--- config.mk ---
export PLATFORM = sky130hd
export DESIGN_NAME = core_top
export DESIGN_NICKNAME = d
export VERILOG_FILES = /design/src/hw/core_pkg.sv /design/src/hw/fetch_stage.sv /design/src/hw/decode_stage.sv /design/src/hw/reg_file.sv /design/src/hw/execute_stage.sv /design/src/hw/memory_stage.sv /design/src/hw/hazard_unit.sv /design/src/hw/core_top.sv
export VERILOG_INCLUDE_DIRS = /design/src /design/src/hw
export SDC_FILE = /design/constraint.sdc
export NUM_CORES = 2
export LEC_CHECK = 0
export BUFFER_PORTS_ARGS = -buffer_cell sky130_fd_sc_hd__buf_2
export CAP_MARGIN = 20
export CORE_AREA = 4 4 603 605
export DETAILED_ROUTE_END_ITERATION = 12
export DIE_AREA = 0 0 607 609
export SLEW_MARGIN = 5
export SYNTH_ARGS = -nofsm -noshare
export SYNTH_HDL_FRONTEND = slang
export SYNTH_SLANG_ARGS = --single-unit
--- constraint.sdc ---
create_clock -name clk -period 6 [get_ports clk]
set_input_delay 1.2 -clock clk [delete_from_list [all_inputs] [get_ports clk]]
set_output_delay 1.2 -clock clk [all_outputs]
set_load 0.005 [all_outputs]
--- src/hw/core_settings.svh ---
`ifndef CORE_SETTINGS_SVH
`define CORE_SETTINGS_SVH

// data and address width
`define CORE_XLEN 32

// architectural registers and index width
`define CORE_REG_COUNT 32
`define CORE_REG_AW $clog2(`CORE_REG_COUNT)

`define CORE_RESET_PC 32'h0000_0000

// addi x0, x0, 0
`define CORE_NOP 32'h0000_0013

`endif

--- src/hw/core_pkg.sv ---
`default_nettype none

`include "core_settings.svh"

package core_pkg;

  // major opcodes of the supported subset
  typedef enum logic [6:0] {
    OPC_OP     = 7'b0110011,
    OPC_OP_IMM = 7'b0010011,
    OPC_LUI    = 7'b0110111,
    OPC_AUIPC  = 7'b0010111,
    OPC_LOAD   = 7'b0000011,
    OPC_STORE  = 7'b0100011,
    OPC_BRANCH = 7'b1100011,
    OPC_JAL    = 7'b1101111,
    OPC_JALR   = 7'b1100111
  } opcode_e;

  typedef enum logic [3:0] {
    ALU_ADD,
    ALU_SUB,
    ALU_SLL,
    ALU_SLT,
    ALU_SLTU,
    ALU_XOR,
    ALU_SRL,
    ALU_SRA,
    ALU_OR,
    ALU_AND
  } alu_op_e;

  // non-memory result source
  typedef enum logic [1:0] {
    RES_ALU,
    RES_PC4,
    RES_IMM
  } res_sel_e;

  // EX operand source
  typedef enum logic [1:0] {
    FWD_REG,
    FWD_MEM,
    FWD_WB
  } fwd_sel_e;

  // ==========================================================================
  // stage registers
  // ==========================================================================

  typedef struct packed {
    logic     reg_write;
    logic     mem_read;
    logic     mem_write;
    logic     branch;
    logic     jump;
    logic     jalr;
    logic     alu_src_imm;
    logic     pc_as_op1;
    res_sel_e res_sel;
    alu_op_e  alu_op;
  } ctrl_t;

  typedef struct packed {
    logic [`CORE_XLEN-1:0] pc;
    logic [`CORE_XLEN-1:0] pc_plus_4;
    logic [`CORE_XLEN-1:0] inst;
  } if_id_t;

  typedef struct packed {
    logic [`CORE_XLEN-1:0]   pc;
    logic [`CORE_XLEN-1:0]   pc_plus_4;
    logic [`CORE_REG_AW-1:0] rs1;
    logic [`CORE_REG_AW-1:0] rs2;
    logic [`CORE_REG_AW-1:0] rd;
    logic [2:0]              fun3;
    logic [`CORE_XLEN-1:0]   rdata1;
    logic [`CORE_XLEN-1:0]   rdata2;
    logic [`CORE_XLEN-1:0]   imm;
    ctrl_t                   ctrl;
  } id_ex_t;

  typedef struct packed {
    logic [`CORE_XLEN-1:0]   pc_plus_4;
    logic [`CORE_XLEN-1:0]   jump_target;
    logic                    taken;
    logic [`CORE_REG_AW-1:0] rd;
    logic [`CORE_XLEN-1:0]   alu_result;
    logic [`CORE_XLEN-1:0]   store_data;
    logic [`CORE_XLEN-1:0]   imm;
    ctrl_t                   ctrl;
  } ex_mem_t;

  typedef struct packed {
    logic [`CORE_REG_AW-1:0] rd;
    logic [`CORE_XLEN-1:0]   result;
    logic [`CORE_XLEN-1:0]   load_data;
    logic                    reg_write;
    logic                    mem_read;
  } mem_wb_t;

endpackage

`default_nettype wire

--- src/hw/fetch_stage.sv ---
`timescale 1ns/10ps
`default_nettype none

`include "core_settings.svh"

module fetch_stage (
  input  logic                  clk,
  input  logic                  rst_n_i,
  input  logic                  stall_i,
  input  logic                  flush_i,
  input  logic                  redirect_i,
  input  logic [`CORE_XLEN-1:0] redirect_pc_i,
  input  logic [`CORE_XLEN-1:0] imem_rdata_i,
  output logic [`CORE_XLEN-1:0] imem_addr_o,
  output core_pkg::if_id_t      if_id_o
);

  logic [`CORE_XLEN-1:0] pc;
  logic [`CORE_XLEN-1:0] pc_plus_4;
  logic [`CORE_XLEN-1:0] pc_next;

  assign pc_plus_4   = pc + `CORE_XLEN'(4);
  assign imem_addr_o = pc;

  // redirect wins over a pending stall
  assign pc_next = redirect_i ? redirect_pc_i : (stall_i ? pc : pc_plus_4);

  always_ff @(posedge clk or negedge rst_n_i) begin
    if (!rst_n_i) begin
      pc <= `CORE_RESET_PC;
    end else begin
      pc <= pc_next;
    end
  end

  // IF/ID, a flushed slot holds a nop
  always_ff @(posedge clk or negedge rst_n_i) begin
    if (!rst_n_i) begin
      if_id_o <= '{pc: '0, pc_plus_4: '0, inst: `CORE_NOP};
    end else if (flush_i) begin
      if_id_o <= '{pc: '0, pc_plus_4: '0, inst: `CORE_NOP};
    end else if (!stall_i) begin
      if_id_o <= '{pc: pc, pc_plus_4: pc_plus_4, inst: imem_rdata_i};
    end
  end

endmodule

`default_nettype wire

--- src/hw/decode_stage.sv ---
`timescale 1ns/10ps
`default_nettype none

`include "core_settings.svh"

module decode_stage (
  input  logic                    clk,
  input  logic                    rst_n_i,
  input  logic                    stall_i,
  input  logic                    flush_i,
  input  core_pkg::if_id_t        if_id_i,
  input  logic [`CORE_XLEN-1:0]   rdata1_i,
  input  logic [`CORE_XLEN-1:0]   rdata2_i,
  input  logic                    wb_we_i,
  input  logic [`CORE_REG_AW-1:0] wb_rd_i,
  input  logic [`CORE_XLEN-1:0]   wb_data_i,
  output logic [`CORE_REG_AW-1:0] rs1_o,
  output logic [`CORE_REG_AW-1:0] rs2_o,
  output core_pkg::id_ex_t        id_ex_o
);

  import core_pkg::*;

  logic [`CORE_XLEN-1:0]   inst;
  opcode_e                 opcode;
  logic [2:0]              fun3;
  logic [6:0]              fun7;
  ctrl_t                   ctrl;
  logic                    use_rs1;
  logic                    use_rs2;
  logic [`CORE_XLEN-1:0]   imm;
  logic [`CORE_XLEN-1:0]   rdata1;
  logic [`CORE_XLEN-1:0]   rdata2;
  id_ex_t                  id_ex_d;

  assign inst   = if_id_i.inst;
  assign opcode = opcode_e'(inst[6:0]);
  assign fun3   = inst[14:12];
  assign fun7   = inst[31:25];

  // alt selects sub / sra, sub only exists for register operands
  function automatic alu_op_e alu_decode(input logic [2:0] f3, input logic alt,
                                         input logic is_reg);
    alu_op_e op;
    case (f3)
      3'b000:  op = (alt && is_reg) ? ALU_SUB : ALU_ADD;
      3'b001:  op = ALU_SLL;
      3'b010:  op = ALU_SLT;
      3'b011:  op = ALU_SLTU;
      3'b100:  op = ALU_XOR;
      3'b101:  op = alt ? ALU_SRA : ALU_SRL;
      3'b110:  op = ALU_OR;
      default: op = ALU_AND;
    endcase
    return op;
  endfunction

  // ==========================================================================
  // control and immediate
  // ==========================================================================

  always_comb begin
    ctrl    = '0;
    use_rs1 = 1'b0;
    use_rs2 = 1'b0;
    imm     = '0;
    case (opcode)
      OPC_OP: begin
        ctrl.reg_write = 1'b1;
        ctrl.alu_op    = alu_decode(fun3, fun7[5], 1'b1);
        use_rs1        = 1'b1;
        use_rs2        = 1'b1;
      end
      OPC_OP_IMM: begin
        ctrl.reg_write   = 1'b1;
        ctrl.alu_src_imm = 1'b1;
        ctrl.alu_op      = alu_decode(fun3, fun7[5], 1'b0);
        use_rs1          = 1'b1;
        imm              = {{(`CORE_XLEN-12){inst[31]}}, inst[31:20]};
      end
      OPC_LUI: begin
        ctrl.reg_write = 1'b1;
        ctrl.res_sel   = RES_IMM;
        imm            = {inst[31:12], 12'b0};
      end
      OPC_AUIPC: begin
        ctrl.reg_write   = 1'b1;
        ctrl.pc_as_op1   = 1'b1;
        ctrl.alu_src_imm = 1'b1;
        imm              = {inst[31:12], 12'b0};
      end
      OPC_LOAD: begin
        ctrl.reg_write   = 1'b1;
        ctrl.mem_read    = 1'b1;
        ctrl.alu_src_imm = 1'b1;
        use_rs1          = 1'b1;
        imm              = {{(`CORE_XLEN-12){inst[31]}}, inst[31:20]};
      end
      OPC_STORE: begin
        ctrl.mem_write   = 1'b1;
        ctrl.alu_src_imm = 1'b1;
        use_rs1          = 1'b1;
        use_rs2          = 1'b1;
        imm              = {{(`CORE_XLEN-12){inst[31]}}, inst[31:25], inst[11:7]};
      end
      OPC_BRANCH: begin
        ctrl.branch = 1'b1;
        use_rs1     = 1'b1;
        use_rs2     = 1'b1;
        imm         = {{(`CORE_XLEN-12){inst[31]}}, inst[7], inst[30:25], inst[11:8], 1'b0};
      end
      OPC_JAL: begin
        ctrl.reg_write = 1'b1;
        ctrl.jump      = 1'b1;
        ctrl.res_sel   = RES_PC4;
        imm = {{(`CORE_XLEN-20){inst[31]}}, inst[19:12], inst[20], inst[30:21], 1'b0};
      end
      OPC_JALR: begin
        ctrl.reg_write = 1'b1;
        ctrl.jump      = 1'b1;
        ctrl.jalr      = 1'b1;
        ctrl.res_sel   = RES_PC4;
        use_rs1        = 1'b1;
        imm            = {{(`CORE_XLEN-12){inst[31]}}, inst[31:20]};
      end
      default: begin
        ctrl = '0;
      end
    endcase
  end

  // unused source fields read as x0 so they never match a hazard
  assign rs1_o = use_rs1 ? inst[19:15] : '0;
  assign rs2_o = use_rs2 ? inst[24:20] : '0;

  // same-cycle write-back bypass
  assign rdata1 = (wb_we_i && wb_rd_i != '0 && wb_rd_i == rs1_o) ? wb_data_i : rdata1_i;
  assign rdata2 = (wb_we_i && wb_rd_i != '0 && wb_rd_i == rs2_o) ? wb_data_i : rdata2_i;

  assign id_ex_d = '{
    pc:        if_id_i.pc,
    pc_plus_4: if_id_i.pc_plus_4,
    rs1:       rs1_o,
    rs2:       rs2_o,
    rd:        inst[11:7],
    fun3:      fun3,
    rdata1:    rdata1,
    rdata2:    rdata2,
    imm:       imm,
    ctrl:      (stall_i || flush_i) ? '0 : ctrl
  };

  always_ff @(posedge clk or negedge rst_n_i) begin
    if (!rst_n_i) begin
      id_ex_o <= '0;
    end else begin
      id_ex_o <= id_ex_d;
    end
  end

endmodule

`default_nettype wire

--- src/hw/reg_file.sv ---
`timescale 1ns/10ps
`default_nettype none

`include "core_settings.svh"

module reg_file (
  input  logic                    clk,
  input  logic                    rst_n_i,
  input  logic [`CORE_REG_AW-1:0] raddr1_i,
  input  logic [`CORE_REG_AW-1:0] raddr2_i,
  input  logic                    we_i,
  input  logic [`CORE_REG_AW-1:0] waddr_i,
  input  logic [`CORE_XLEN-1:0]   wdata_i,
  output logic [`CORE_XLEN-1:0]   rdata1_o,
  output logic [`CORE_XLEN-1:0]   rdata2_o
);

  logic [`CORE_XLEN-1:0] regs [`CORE_REG_COUNT];

  always_ff @(posedge clk or negedge rst_n_i) begin
    if (!rst_n_i) begin
      for (int i = 0; i < `CORE_REG_COUNT; i++) begin
        regs[i] <= '0;
      end
    end else if (we_i && waddr_i != '0) begin
      regs[waddr_i] <= wdata_i;
    end
  end

  // x0 hardwired
  assign rdata1_o = (raddr1_i == '0) ? '0 : regs[raddr1_i];
  assign rdata2_o = (raddr2_i == '0) ? '0 : regs[raddr2_i];

endmodule

`default_nettype wire

--- src/hw/execute_stage.sv ---
`timescale 1ns/10ps
`default_nettype none

`include "core_settings.svh"

module execute_stage (
  input  logic                  clk,
  input  logic                  rst_n_i,
  input  logic                  flush_i,
  input  core_pkg::id_ex_t      id_ex_i,
  input  core_pkg::fwd_sel_e    fwd1_i,
  input  core_pkg::fwd_sel_e    fwd2_i,
  input  logic [`CORE_XLEN-1:0] mem_result_i,
  input  logic [`CORE_XLEN-1:0] wb_data_i,
  output core_pkg::ex_mem_t     ex_mem_o
);

  import core_pkg::*;

  logic [`CORE_XLEN-1:0]         op_a;
  logic [`CORE_XLEN-1:0]         op_b;
  logic [`CORE_XLEN-1:0]         alu_a;
  logic [`CORE_XLEN-1:0]         alu_b;
  logic [$clog2(`CORE_XLEN)-1:0] shamt;
  logic [`CORE_XLEN-1:0]         alu_res;
  logic                          cond;
  logic [`CORE_XLEN-1:0]         target_sum;

  function automatic logic [`CORE_XLEN-1:0] fwd_mux(input fwd_sel_e sel,
                                                     input logic [`CORE_XLEN-1:0] reg_val);
    case (sel)
      FWD_MEM: return mem_result_i;
      FWD_WB:  return wb_data_i;
      default: return reg_val;
    endcase
  endfunction

  assign op_a  = fwd_mux(fwd1_i, id_ex_i.rdata1);
  assign op_b  = fwd_mux(fwd2_i, id_ex_i.rdata2);
  assign alu_a = id_ex_i.ctrl.pc_as_op1 ? id_ex_i.pc : op_a;
  assign alu_b = id_ex_i.ctrl.alu_src_imm ? id_ex_i.imm : op_b;
  assign shamt = alu_b[$clog2(`CORE_XLEN)-1:0];

  // ==========================================================================
  // ALU
  // ==========================================================================

  always_comb begin
    case (id_ex_i.ctrl.alu_op)
      ALU_ADD:  alu_res = alu_a + alu_b;
      ALU_SUB:  alu_res = alu_a - alu_b;
      ALU_SLL:  alu_res = alu_a << shamt;
      ALU_SLT:  alu_res = {{(`CORE_XLEN-1){1'b0}}, $signed(alu_a) < $signed(alu_b)};
      ALU_SLTU: alu_res = {{(`CORE_XLEN-1){1'b0}}, alu_a < alu_b};
      ALU_XOR:  alu_res = alu_a ^ alu_b;
      ALU_SRL:  alu_res = alu_a >> shamt;
      ALU_SRA:  alu_res = $unsigned($signed(alu_a) >>> shamt);
      ALU_OR:   alu_res = alu_a | alu_b;
      ALU_AND:  alu_res = alu_a & alu_b;
      default:  alu_res = alu_a + alu_b;
    endcase
  end

  // branch condition on the forwarded register operands
  always_comb begin
    case (id_ex_i.fun3)
      3'b000:  cond = (op_a == op_b);
      3'b001:  cond = (op_a != op_b);
      3'b100:  cond = ($signed(op_a) < $signed(op_b));
      3'b101:  cond = ($signed(op_a) >= $signed(op_b));
      3'b110:  cond = (op_a < op_b);
      3'b111:  cond = (op_a >= op_b);
      default: cond = 1'b0;
    endcase
  end

  // jalr bases on rs1, branches and jal on the pc
  assign target_sum = (id_ex_i.ctrl.jalr ? op_a : id_ex_i.pc) + id_ex_i.imm;

  always_ff @(posedge clk or negedge rst_n_i) begin
    if (!rst_n_i) begin
      ex_mem_o <= '0;
    end else if (flush_i) begin
      ex_mem_o <= '0;
    end else begin
      ex_mem_o <= '{
        pc_plus_4:   id_ex_i.pc_plus_4,
        jump_target: {target_sum[`CORE_XLEN-1:1], 1'b0},
        taken:       id_ex_i.ctrl.branch & cond,
        rd:          id_ex_i.rd,
        alu_result:  alu_res,
        store_data:  op_b,
        imm:         id_ex_i.imm,
        ctrl:        id_ex_i.ctrl
      };
    end
  end

endmodule

`default_nettype wire

--- src/hw/memory_stage.sv ---
`timescale 1ns/10ps
`default_nettype none

`include "core_settings.svh"

module memory_stage (
  input  logic                    clk,
  input  logic                    rst_n_i,
  input  core_pkg::ex_mem_t       ex_mem_i,
  input  logic [`CORE_XLEN-1:0]   dmem_rdata_i,
  output logic [`CORE_XLEN-1:0]   dmem_addr_o,
  output logic [`CORE_XLEN-1:0]   dmem_wdata_o,
  output logic                    dmem_we_o,
  output logic                    redirect_o,
  output logic [`CORE_XLEN-1:0]   redirect_pc_o,
  output logic [`CORE_XLEN-1:0]   mem_result_o,
  output logic                    wb_we_o,
  output logic [`CORE_REG_AW-1:0] wb_rd_o,
  output logic [`CORE_XLEN-1:0]   wb_data_o
);

  import core_pkg::*;

  mem_wb_t mem_wb;

  assign dmem_addr_o  = ex_mem_i.alu_result;
  assign dmem_wdata_o = ex_mem_i.store_data;
  assign dmem_we_o    = ex_mem_i.ctrl.mem_write;

  // branch or jump resolved here
  assign redirect_o    = ex_mem_i.taken | ex_mem_i.ctrl.jump;
  assign redirect_pc_o = ex_mem_i.jump_target;

  always_comb begin
    case (ex_mem_i.ctrl.res_sel)
      RES_PC4: mem_result_o = ex_mem_i.pc_plus_4;
      RES_IMM: mem_result_o = ex_mem_i.imm;
      default: mem_result_o = ex_mem_i.alu_result;
    endcase
  end

  // MEM/WB, writes to x0 dropped here
  always_ff @(posedge clk or negedge rst_n_i) begin
    if (!rst_n_i) begin
      mem_wb <= '0;
    end else begin
      mem_wb <= '{
        rd:        ex_mem_i.rd,
        result:    mem_result_o,
        load_data: dmem_rdata_i,
        reg_write: ex_mem_i.ctrl.reg_write && (ex_mem_i.rd != '0),
        mem_read:  ex_mem_i.ctrl.mem_read
      };
    end
  end

  // write-back mux
  assign wb_we_o   = mem_wb.reg_write;
  assign wb_rd_o   = mem_wb.rd;
  assign wb_data_o = mem_wb.mem_read ? mem_wb.load_data : mem_wb.result;

endmodule

`default_nettype wire

--- src/hw/hazard_unit.sv ---
`timescale 1ns/10ps
`default_nettype none

`include "core_settings.svh"

module hazard_unit (
  input  logic [`CORE_REG_AW-1:0] id_rs1_i,
  input  logic [`CORE_REG_AW-1:0] id_rs2_i,
  input  core_pkg::id_ex_t        id_ex_i,
  input  core_pkg::ex_mem_t       ex_mem_i,
  input  logic                    wb_we_i,
  input  logic [`CORE_REG_AW-1:0] wb_rd_i,
  input  logic                    redirect_i,
  output core_pkg::fwd_sel_e      fwd1_o,
  output core_pkg::fwd_sel_e      fwd2_o,
  output logic                    stall_o,
  output logic                    flush_o
);

  import core_pkg::*;

  logic load_use;

  // the younger producer in MEM takes priority over WB
  function automatic fwd_sel_e fwd_pick(input logic [`CORE_REG_AW-1:0] rs);
    if (rs == '0) begin
      return FWD_REG;
    end else if (ex_mem_i.ctrl.reg_write && ex_mem_i.rd == rs) begin
      return FWD_MEM;
    end else if (wb_we_i && wb_rd_i == rs) begin
      return FWD_WB;
    end
    return FWD_REG;
  endfunction

  assign fwd1_o = fwd_pick(id_ex_i.rs1);
  assign fwd2_o = fwd_pick(id_ex_i.rs2);

  // load in EX feeding the instruction in decode
  assign load_use = id_ex_i.ctrl.mem_read && (id_ex_i.rd != '0) &&
                    ((id_ex_i.rd == id_rs1_i) || (id_ex_i.rd == id_rs2_i));

  // a redirect discards the stalled instruction anyway
  assign flush_o = redirect_i;
  assign stall_o = load_use && !redirect_i;

endmodule

`default_nettype wire

--- src/hw/core_top.sv ---
`timescale 1ns/10ps
`default_nettype none

`include "core_settings.svh"

module core_top (
  input  logic                    clk,
  input  logic                    rst_n_i,
  // instruction memory
  output logic [`CORE_XLEN-1:0]   imem_addr_o,
  input  logic [`CORE_XLEN-1:0]   imem_rdata_i,
  // data memory
  output logic [`CORE_XLEN-1:0]   dmem_addr_o,
  output logic [`CORE_XLEN-1:0]   dmem_wdata_o,
  output logic                    dmem_we_o,
  input  logic [`CORE_XLEN-1:0]   dmem_rdata_i,
  // write-back trace
  output logic                    wb_valid_o,
  output logic [`CORE_REG_AW-1:0] wb_rd_o,
  output logic [`CORE_XLEN-1:0]   wb_data_o
);

  import core_pkg::*;

  if_id_t                  if_id;
  id_ex_t                  id_ex;
  ex_mem_t                 ex_mem;
  logic [`CORE_REG_AW-1:0] rs1;
  logic [`CORE_REG_AW-1:0] rs2;
  logic [`CORE_XLEN-1:0]   rdata1;
  logic [`CORE_XLEN-1:0]   rdata2;
  logic                    wb_we;
  logic [`CORE_REG_AW-1:0] wb_rd;
  logic [`CORE_XLEN-1:0]   wb_data;
  logic                    redirect;
  logic [`CORE_XLEN-1:0]   redirect_pc;
  logic [`CORE_XLEN-1:0]   mem_result;
  logic                    stall;
  logic                    flush;
  fwd_sel_e                fwd1;
  fwd_sel_e                fwd2;

  fetch_stage fetch_i (
    .clk          (clk),
    .rst_n_i      (rst_n_i),
    .stall_i      (stall),
    .flush_i      (flush),
    .redirect_i   (redirect),
    .redirect_pc_i(redirect_pc),
    .imem_rdata_i (imem_rdata_i),
    .imem_addr_o  (imem_addr_o),
    .if_id_o      (if_id)
  );

  decode_stage decode_i (
    .clk      (clk),
    .rst_n_i  (rst_n_i),
    .stall_i  (stall),
    .flush_i  (flush),
    .if_id_i  (if_id),
    .rdata1_i (rdata1),
    .rdata2_i (rdata2),
    .wb_we_i  (wb_we),
    .wb_rd_i  (wb_rd),
    .wb_data_i(wb_data),
    .rs1_o    (rs1),
    .rs2_o    (rs2),
    .id_ex_o  (id_ex)
  );

  reg_file reg_file_i (
    .clk     (clk),
    .rst_n_i (rst_n_i),
    .raddr1_i(rs1),
    .raddr2_i(rs2),
    .we_i    (wb_we),
    .waddr_i (wb_rd),
    .wdata_i (wb_data),
    .rdata1_o(rdata1),
    .rdata2_o(rdata2)
  );

  execute_stage execute_i (
    .clk         (clk),
    .rst_n_i     (rst_n_i),
    .flush_i     (flush),
    .id_ex_i     (id_ex),
    .fwd1_i      (fwd1),
    .fwd2_i      (fwd2),
    .mem_result_i(mem_result),
    .wb_data_i   (wb_data),
    .ex_mem_o    (ex_mem)
  );

  memory_stage memory_i (
    .clk          (clk),
    .rst_n_i      (rst_n_i),
    .ex_mem_i     (ex_mem),
    .dmem_rdata_i (dmem_rdata_i),
    .dmem_addr_o  (dmem_addr_o),
    .dmem_wdata_o (dmem_wdata_o),
    .dmem_we_o    (dmem_we_o),
    .redirect_o   (redirect),
    .redirect_pc_o(redirect_pc),
    .mem_result_o (mem_result),
    .wb_we_o      (wb_we),
    .wb_rd_o      (wb_rd),
    .wb_data_o    (wb_data)
  );

  hazard_unit hazard_i (
    .id_rs1_i  (rs1),
    .id_rs2_i  (rs2),
    .id_ex_i   (id_ex),
    .ex_mem_i  (ex_mem),
    .wb_we_i   (wb_we),
    .wb_rd_i   (wb_rd),
    .redirect_i(redirect),
    .fwd1_o    (fwd1),
    .fwd2_o    (fwd2),
    .stall_o   (stall),
    .flush_o   (flush)
  );

  // trace taps the register-file write port
  assign wb_valid_o = wb_we;
  assign wb_rd_o    = wb_rd;
  assign wb_data_o  = wb_data;

endmodule

`default_nettype wire

==> out/metrics.cfg <==
[setup_path]
crit_arrival_ns=6.44
path_max_fanout=22
startpoint_type=register
cpPeakStageDelay_ns=0.44
critPathRequiredTime_ns=6.80
cpMaxStageDelayCell=dfrtp_1
crit_path_end_kind=register
reg2regPathDepth=23
reg2reg_slack_ns=0.36
crit_chain=inv_1 > ha_2 > buf_4 > nand2_1 > o21ai_0 > nand4_1 > o311a_2 > nor2_2 > ha_1 > fa_1 > a21oi_1 > o211a_1 > o21ai_1 > nand3_1 > a21oi_1 > o211ai_1 > o41ai_1 > buf_4 > nor3_1 > o41ai_1 > xor2_1 > o21ai_0 > a31oi_1
endpoint=execute_i.ex_mem_o[108]
crit_start=execute_i.ex_mem_o[4]
path_class=register to register
r2r-end=execute_i.ex_mem_o[108]
rr_startpoint=execute_i.ex_mem_o[4]

[placement]
place_ws_ns=0.120
dp_hpwl_um=263000
place_congestion=1.04
portBuffers=199

[synth]
synth_ff_type=dfrtp_1
ys_types=98
ys_seq_area_frac=0.443
synth_top_cell_area_share=0.442
yosys.area.top_type=dfrtp_1
synth_area_um2=89100
synth_cells=10800
synth_warnings=0
ys_ff_latch=1577
yosys-top-cells-area=dfrtp_1 (44%), nand2_1 (8.5%), o21ai_0 (6.4%)
async_flop_share=1.00
syn_area_per_cell_um2=8.25
synth_edf_count=0

[global_route]
antenna_found_initial=25
track_usage=0.212
grt_pass1_vias=79200
overflow=0
grt_max_degree=159
grt_pass1_wl_um=583000

[timing]
worst_slew_pin_slew_ns=1.21
slew_headroom=0.195
fin_skew_ns=0.0919
fmax_ghz=0.177
whs_ns=0.348
period_needed_ns=5.64
fin_setup_tns_ns=0
setup_slack_ns=0.360
final-setup-viol-count=0
timing_hold_violations_final=0
rsz0062_at_grt=false
fin_crit_sh=0.940
maxSlewViolCount=0

[floorplanning]
rows=220
dieArea_um2=370000
core_um2=358000
die_y_um=609
ioPinCount=201
initial_utilization=0.249
die_width_um=607

[drt]
drtPass1Iterations=7
route.detailed.drc=0
routed_via_density=5.47
routedWlPerCell_um=26.5
first_iter_violations=11700
routed-via-count=84400
drtAntennaViolNets=0
drt-total-wl_um=408000

[power]
power.share.combinational=0.103
switching_share=0.281
p_clk_frac=0.446
p_int_mw=18.9
power_density_nw_per_um2=257
p_seq_frac=0.451
ir_drop_v=0.000322
p_sw_mw=7.39
p_leak_nw=43.4

[run_status]
status=completed

[clocking]
cts_max_path_buffers=3
htree_levels=4
clock_sinks=1577
cts-root-buf=clkbuf_16
cts_buffers=178
cts_tree=yes
clock_latency_ns=0.90
clk_pin_slew_worst_paths_ns=0.06

[finish]
nets=10700
fillCellCount=38100
multi_input_area_um2=45300
ff_latch_area_um2=39500
syn_to_final_growth_pct=14.7
drive_gt1_frac=0.111

[run]
drv_cap=0

[min_path]
worst_hold_path_type=input port to asynchronous set/reset pin

Yosys cell counts (13+ instances only):
| cell type | count |
|---|---|
| nand2_1 | 2024 |
| dfrtp_1 | 1574 |
| o21ai_0 | 1144 |
| a21oi_1 | 997 |
| nor2_1 | 854 |
| clkbuf_1 | 844 |
| nand3_1 | 657 |
| mux2i_1 | 344 |
| and3_1 | 212 |
| inv_1 | 168 |
| ha_1 | 162 |
| a221oi_1 | 129 |
| a211oi_1 | 116 |
| xnor2_1 | 114 |
| mux2_2 | 107 |
| a31oi_1 | 103 |
| and2_1 | 100 |
| nor3_1 | 89 |
| a311oi_1 | 82 |
| buf_2 | 76 |
| buf_4 | 75 |
| buf_1 | 64 |
| xor2_1 | 64 |
| nand4_1 | 58 |
| a222oi_1 | 47 |
| a21o_1 | 41 |
| o22ai_1 | 41 |
| o21a_1 | 39 |
| a22oi_1 | 38 |
| o2111ai_1 | 37 |
| nand2b_1 | 32 |
| nor2b_1 | 30 |
| o311ai_2 | 29 |
| o221ai_1 | 26 |
| o211ai_1 | 25 |
| a2111oi_0 | 24 |
| inv_2 | 15 |
| o31ai_1 | 15 |
| o21bai_1 | 13 |
| o311ai_0 | 13 |
| or3_1 | 13 |
power groups by stage:
| stage | clock network [mW] | logic [mW] | registers, mW |
|---|---|---|---|
| after global routing | 12.3 | 2.92 | 11.9 |
| after detailed placement | 0 | 2.65 | 12.0 |
| after floorplan | 0 | 1.57 | 11.7 |
| after global placement | 0 | 2.63 | 12.0 |
| after CTS | 11.9 | 2.66 | 11.8 |
| final | 11.7 | 2.71 | 11.9 |
kinds of logic (layout without fill, tap and decap cells):
family	after synthesis	count (layout)	synth area share
and+or+nand+nor	4116	4116	0.198
AOI/OAI and AO/OA	3051	3051	0.206
DFF	1577	1577	0.443
buffers and inverters	1260	1088	0.0584
muxes	459	459	0.0538
xor gates and xnor gates	178	178	0.0175
adders and majority gates	165	165	0.0234
other	1	20	0.0000421
state kept, by name, indices dropped and copies added (netlist names):
signal	cells
reg_file_i.regs	1024
decode_i.id_ex_o	188
execute_i.ex_mem_o	170
fetch_i.if_id_o	93
memory_i.mem_wb	65
fetch_i.imem_addr_o	31
memory_i.wb_rd_o	5
memory_i.wb_we_o	1
timing repair:
item	4_1_cts	5_1_grt
buffers inserted	0	1
hold buffers	0	0
endpoints found under the setup margin	0	8
resized for setup	0	14
placed cells by master (no fill, tap or decap), drive strengths merged, types with 16 or more instances in the layout:
cell type     n
and3        213
a2111oi      26
nand2      2024
nand2b       32
o311ai       43
a311oi       83
o21ai      1157
a21o         41
clkinv       48
dfrtp      1574
and2        100
nand4        58
o22ai        41
a22oi        39
bufinv       16
nor3         90
a222oi       47
mux2        107
inv         188
clkbuf      258
ha          162
xnor2       114
diode        18
o221ai       27
nand3       657
a211oi      118
a21oi       997
o2111ai      37
a31oi       104
mux2i       351
o21a         39
nor2        854
buf         568
o211ai       26
nor2b        30
a221oi      130
xor2         64
cell type report:
type | instances | share of cell area
Multi-Input combinational cell | 7971 | 0.443
Sequential cell | 1577 | 0.386
Tap cell | 4773 | 0.0584
Clock buffer | 258 | 0.0511
Timing Repair Buffer | 568 | 0.0426
Clock inverter | 73 | 0.0104
Inverter | 189 | 0.00738
Antenna cell | 18 | 0.000441
worst min-delay path by stage:
stage	startpoint	depth (start not counted)	end
2_1_floorplan	execute_i.ex_mem_o[12]	0	memory_i.mem_wb[0]
3_3_place_gp	execute_i.ex_mem_o[12]	0	memory_i.mem_wb[0]
3_5_place_dp	execute_i.ex_mem_o[12]	0	memory_i.mem_wb[0]
4_1_cts	fetch_i.if_id_o[45]	0	decode_i.id_ex_o[141]
5_1_grt	fetch_i.if_id_o[45]	0	decode_i.id_ex_o[141]
6_report	rst_n_i	1	fetch_i.imem_addr_o[30]
through the flow:
| step | util | power, mW | std cells | area (um^2) |
|---|---|---|---|---|
| 2_1_floorplan | - | 13.2 | 10800 | 89100 |
| 3_3_place_gp | 0.267 | 14.6 | 15100 | 95800 |
| 3_5_place_dp | 0.267 | 14.7 | 15100 | 95800 |
| 4_1_cts | 0.285 | 26.3 | 15400 | 102000 |
| 5_1_grt | 0.285 | 27.1 | 15400 | 102000 |
| 6_report | 0.285 | 26.3 | 15400 | 102000 |
worst max-delay path, delay by kind of cell, from the launching register on:
kind | cells | cell delay, ns
adders and majority gates | 3 | 0.97
AOI/OAI and AO/OA | 11 | 2.66
and+or+nand+nor | 5 | 0.78
DFF | 1 | 0.44
buffers and inverters | 3 | 0.52
xor gates and xnor gates | 1 | 0.19
metal layers:
metal | vias up | part of all wire | GRT usage
met2 | 4732 | 0.42 | 0.311
li1 | 37100 | - | -
met4 | 16 | 0.063 | 0.115
met5 | - | 0.00022 | 0
met3 | 1064 | 0.11 | 0.0527
met1 | 41500 | 0.41 | 0.285
Note: power is estimated with default switching activity, not from simulation.
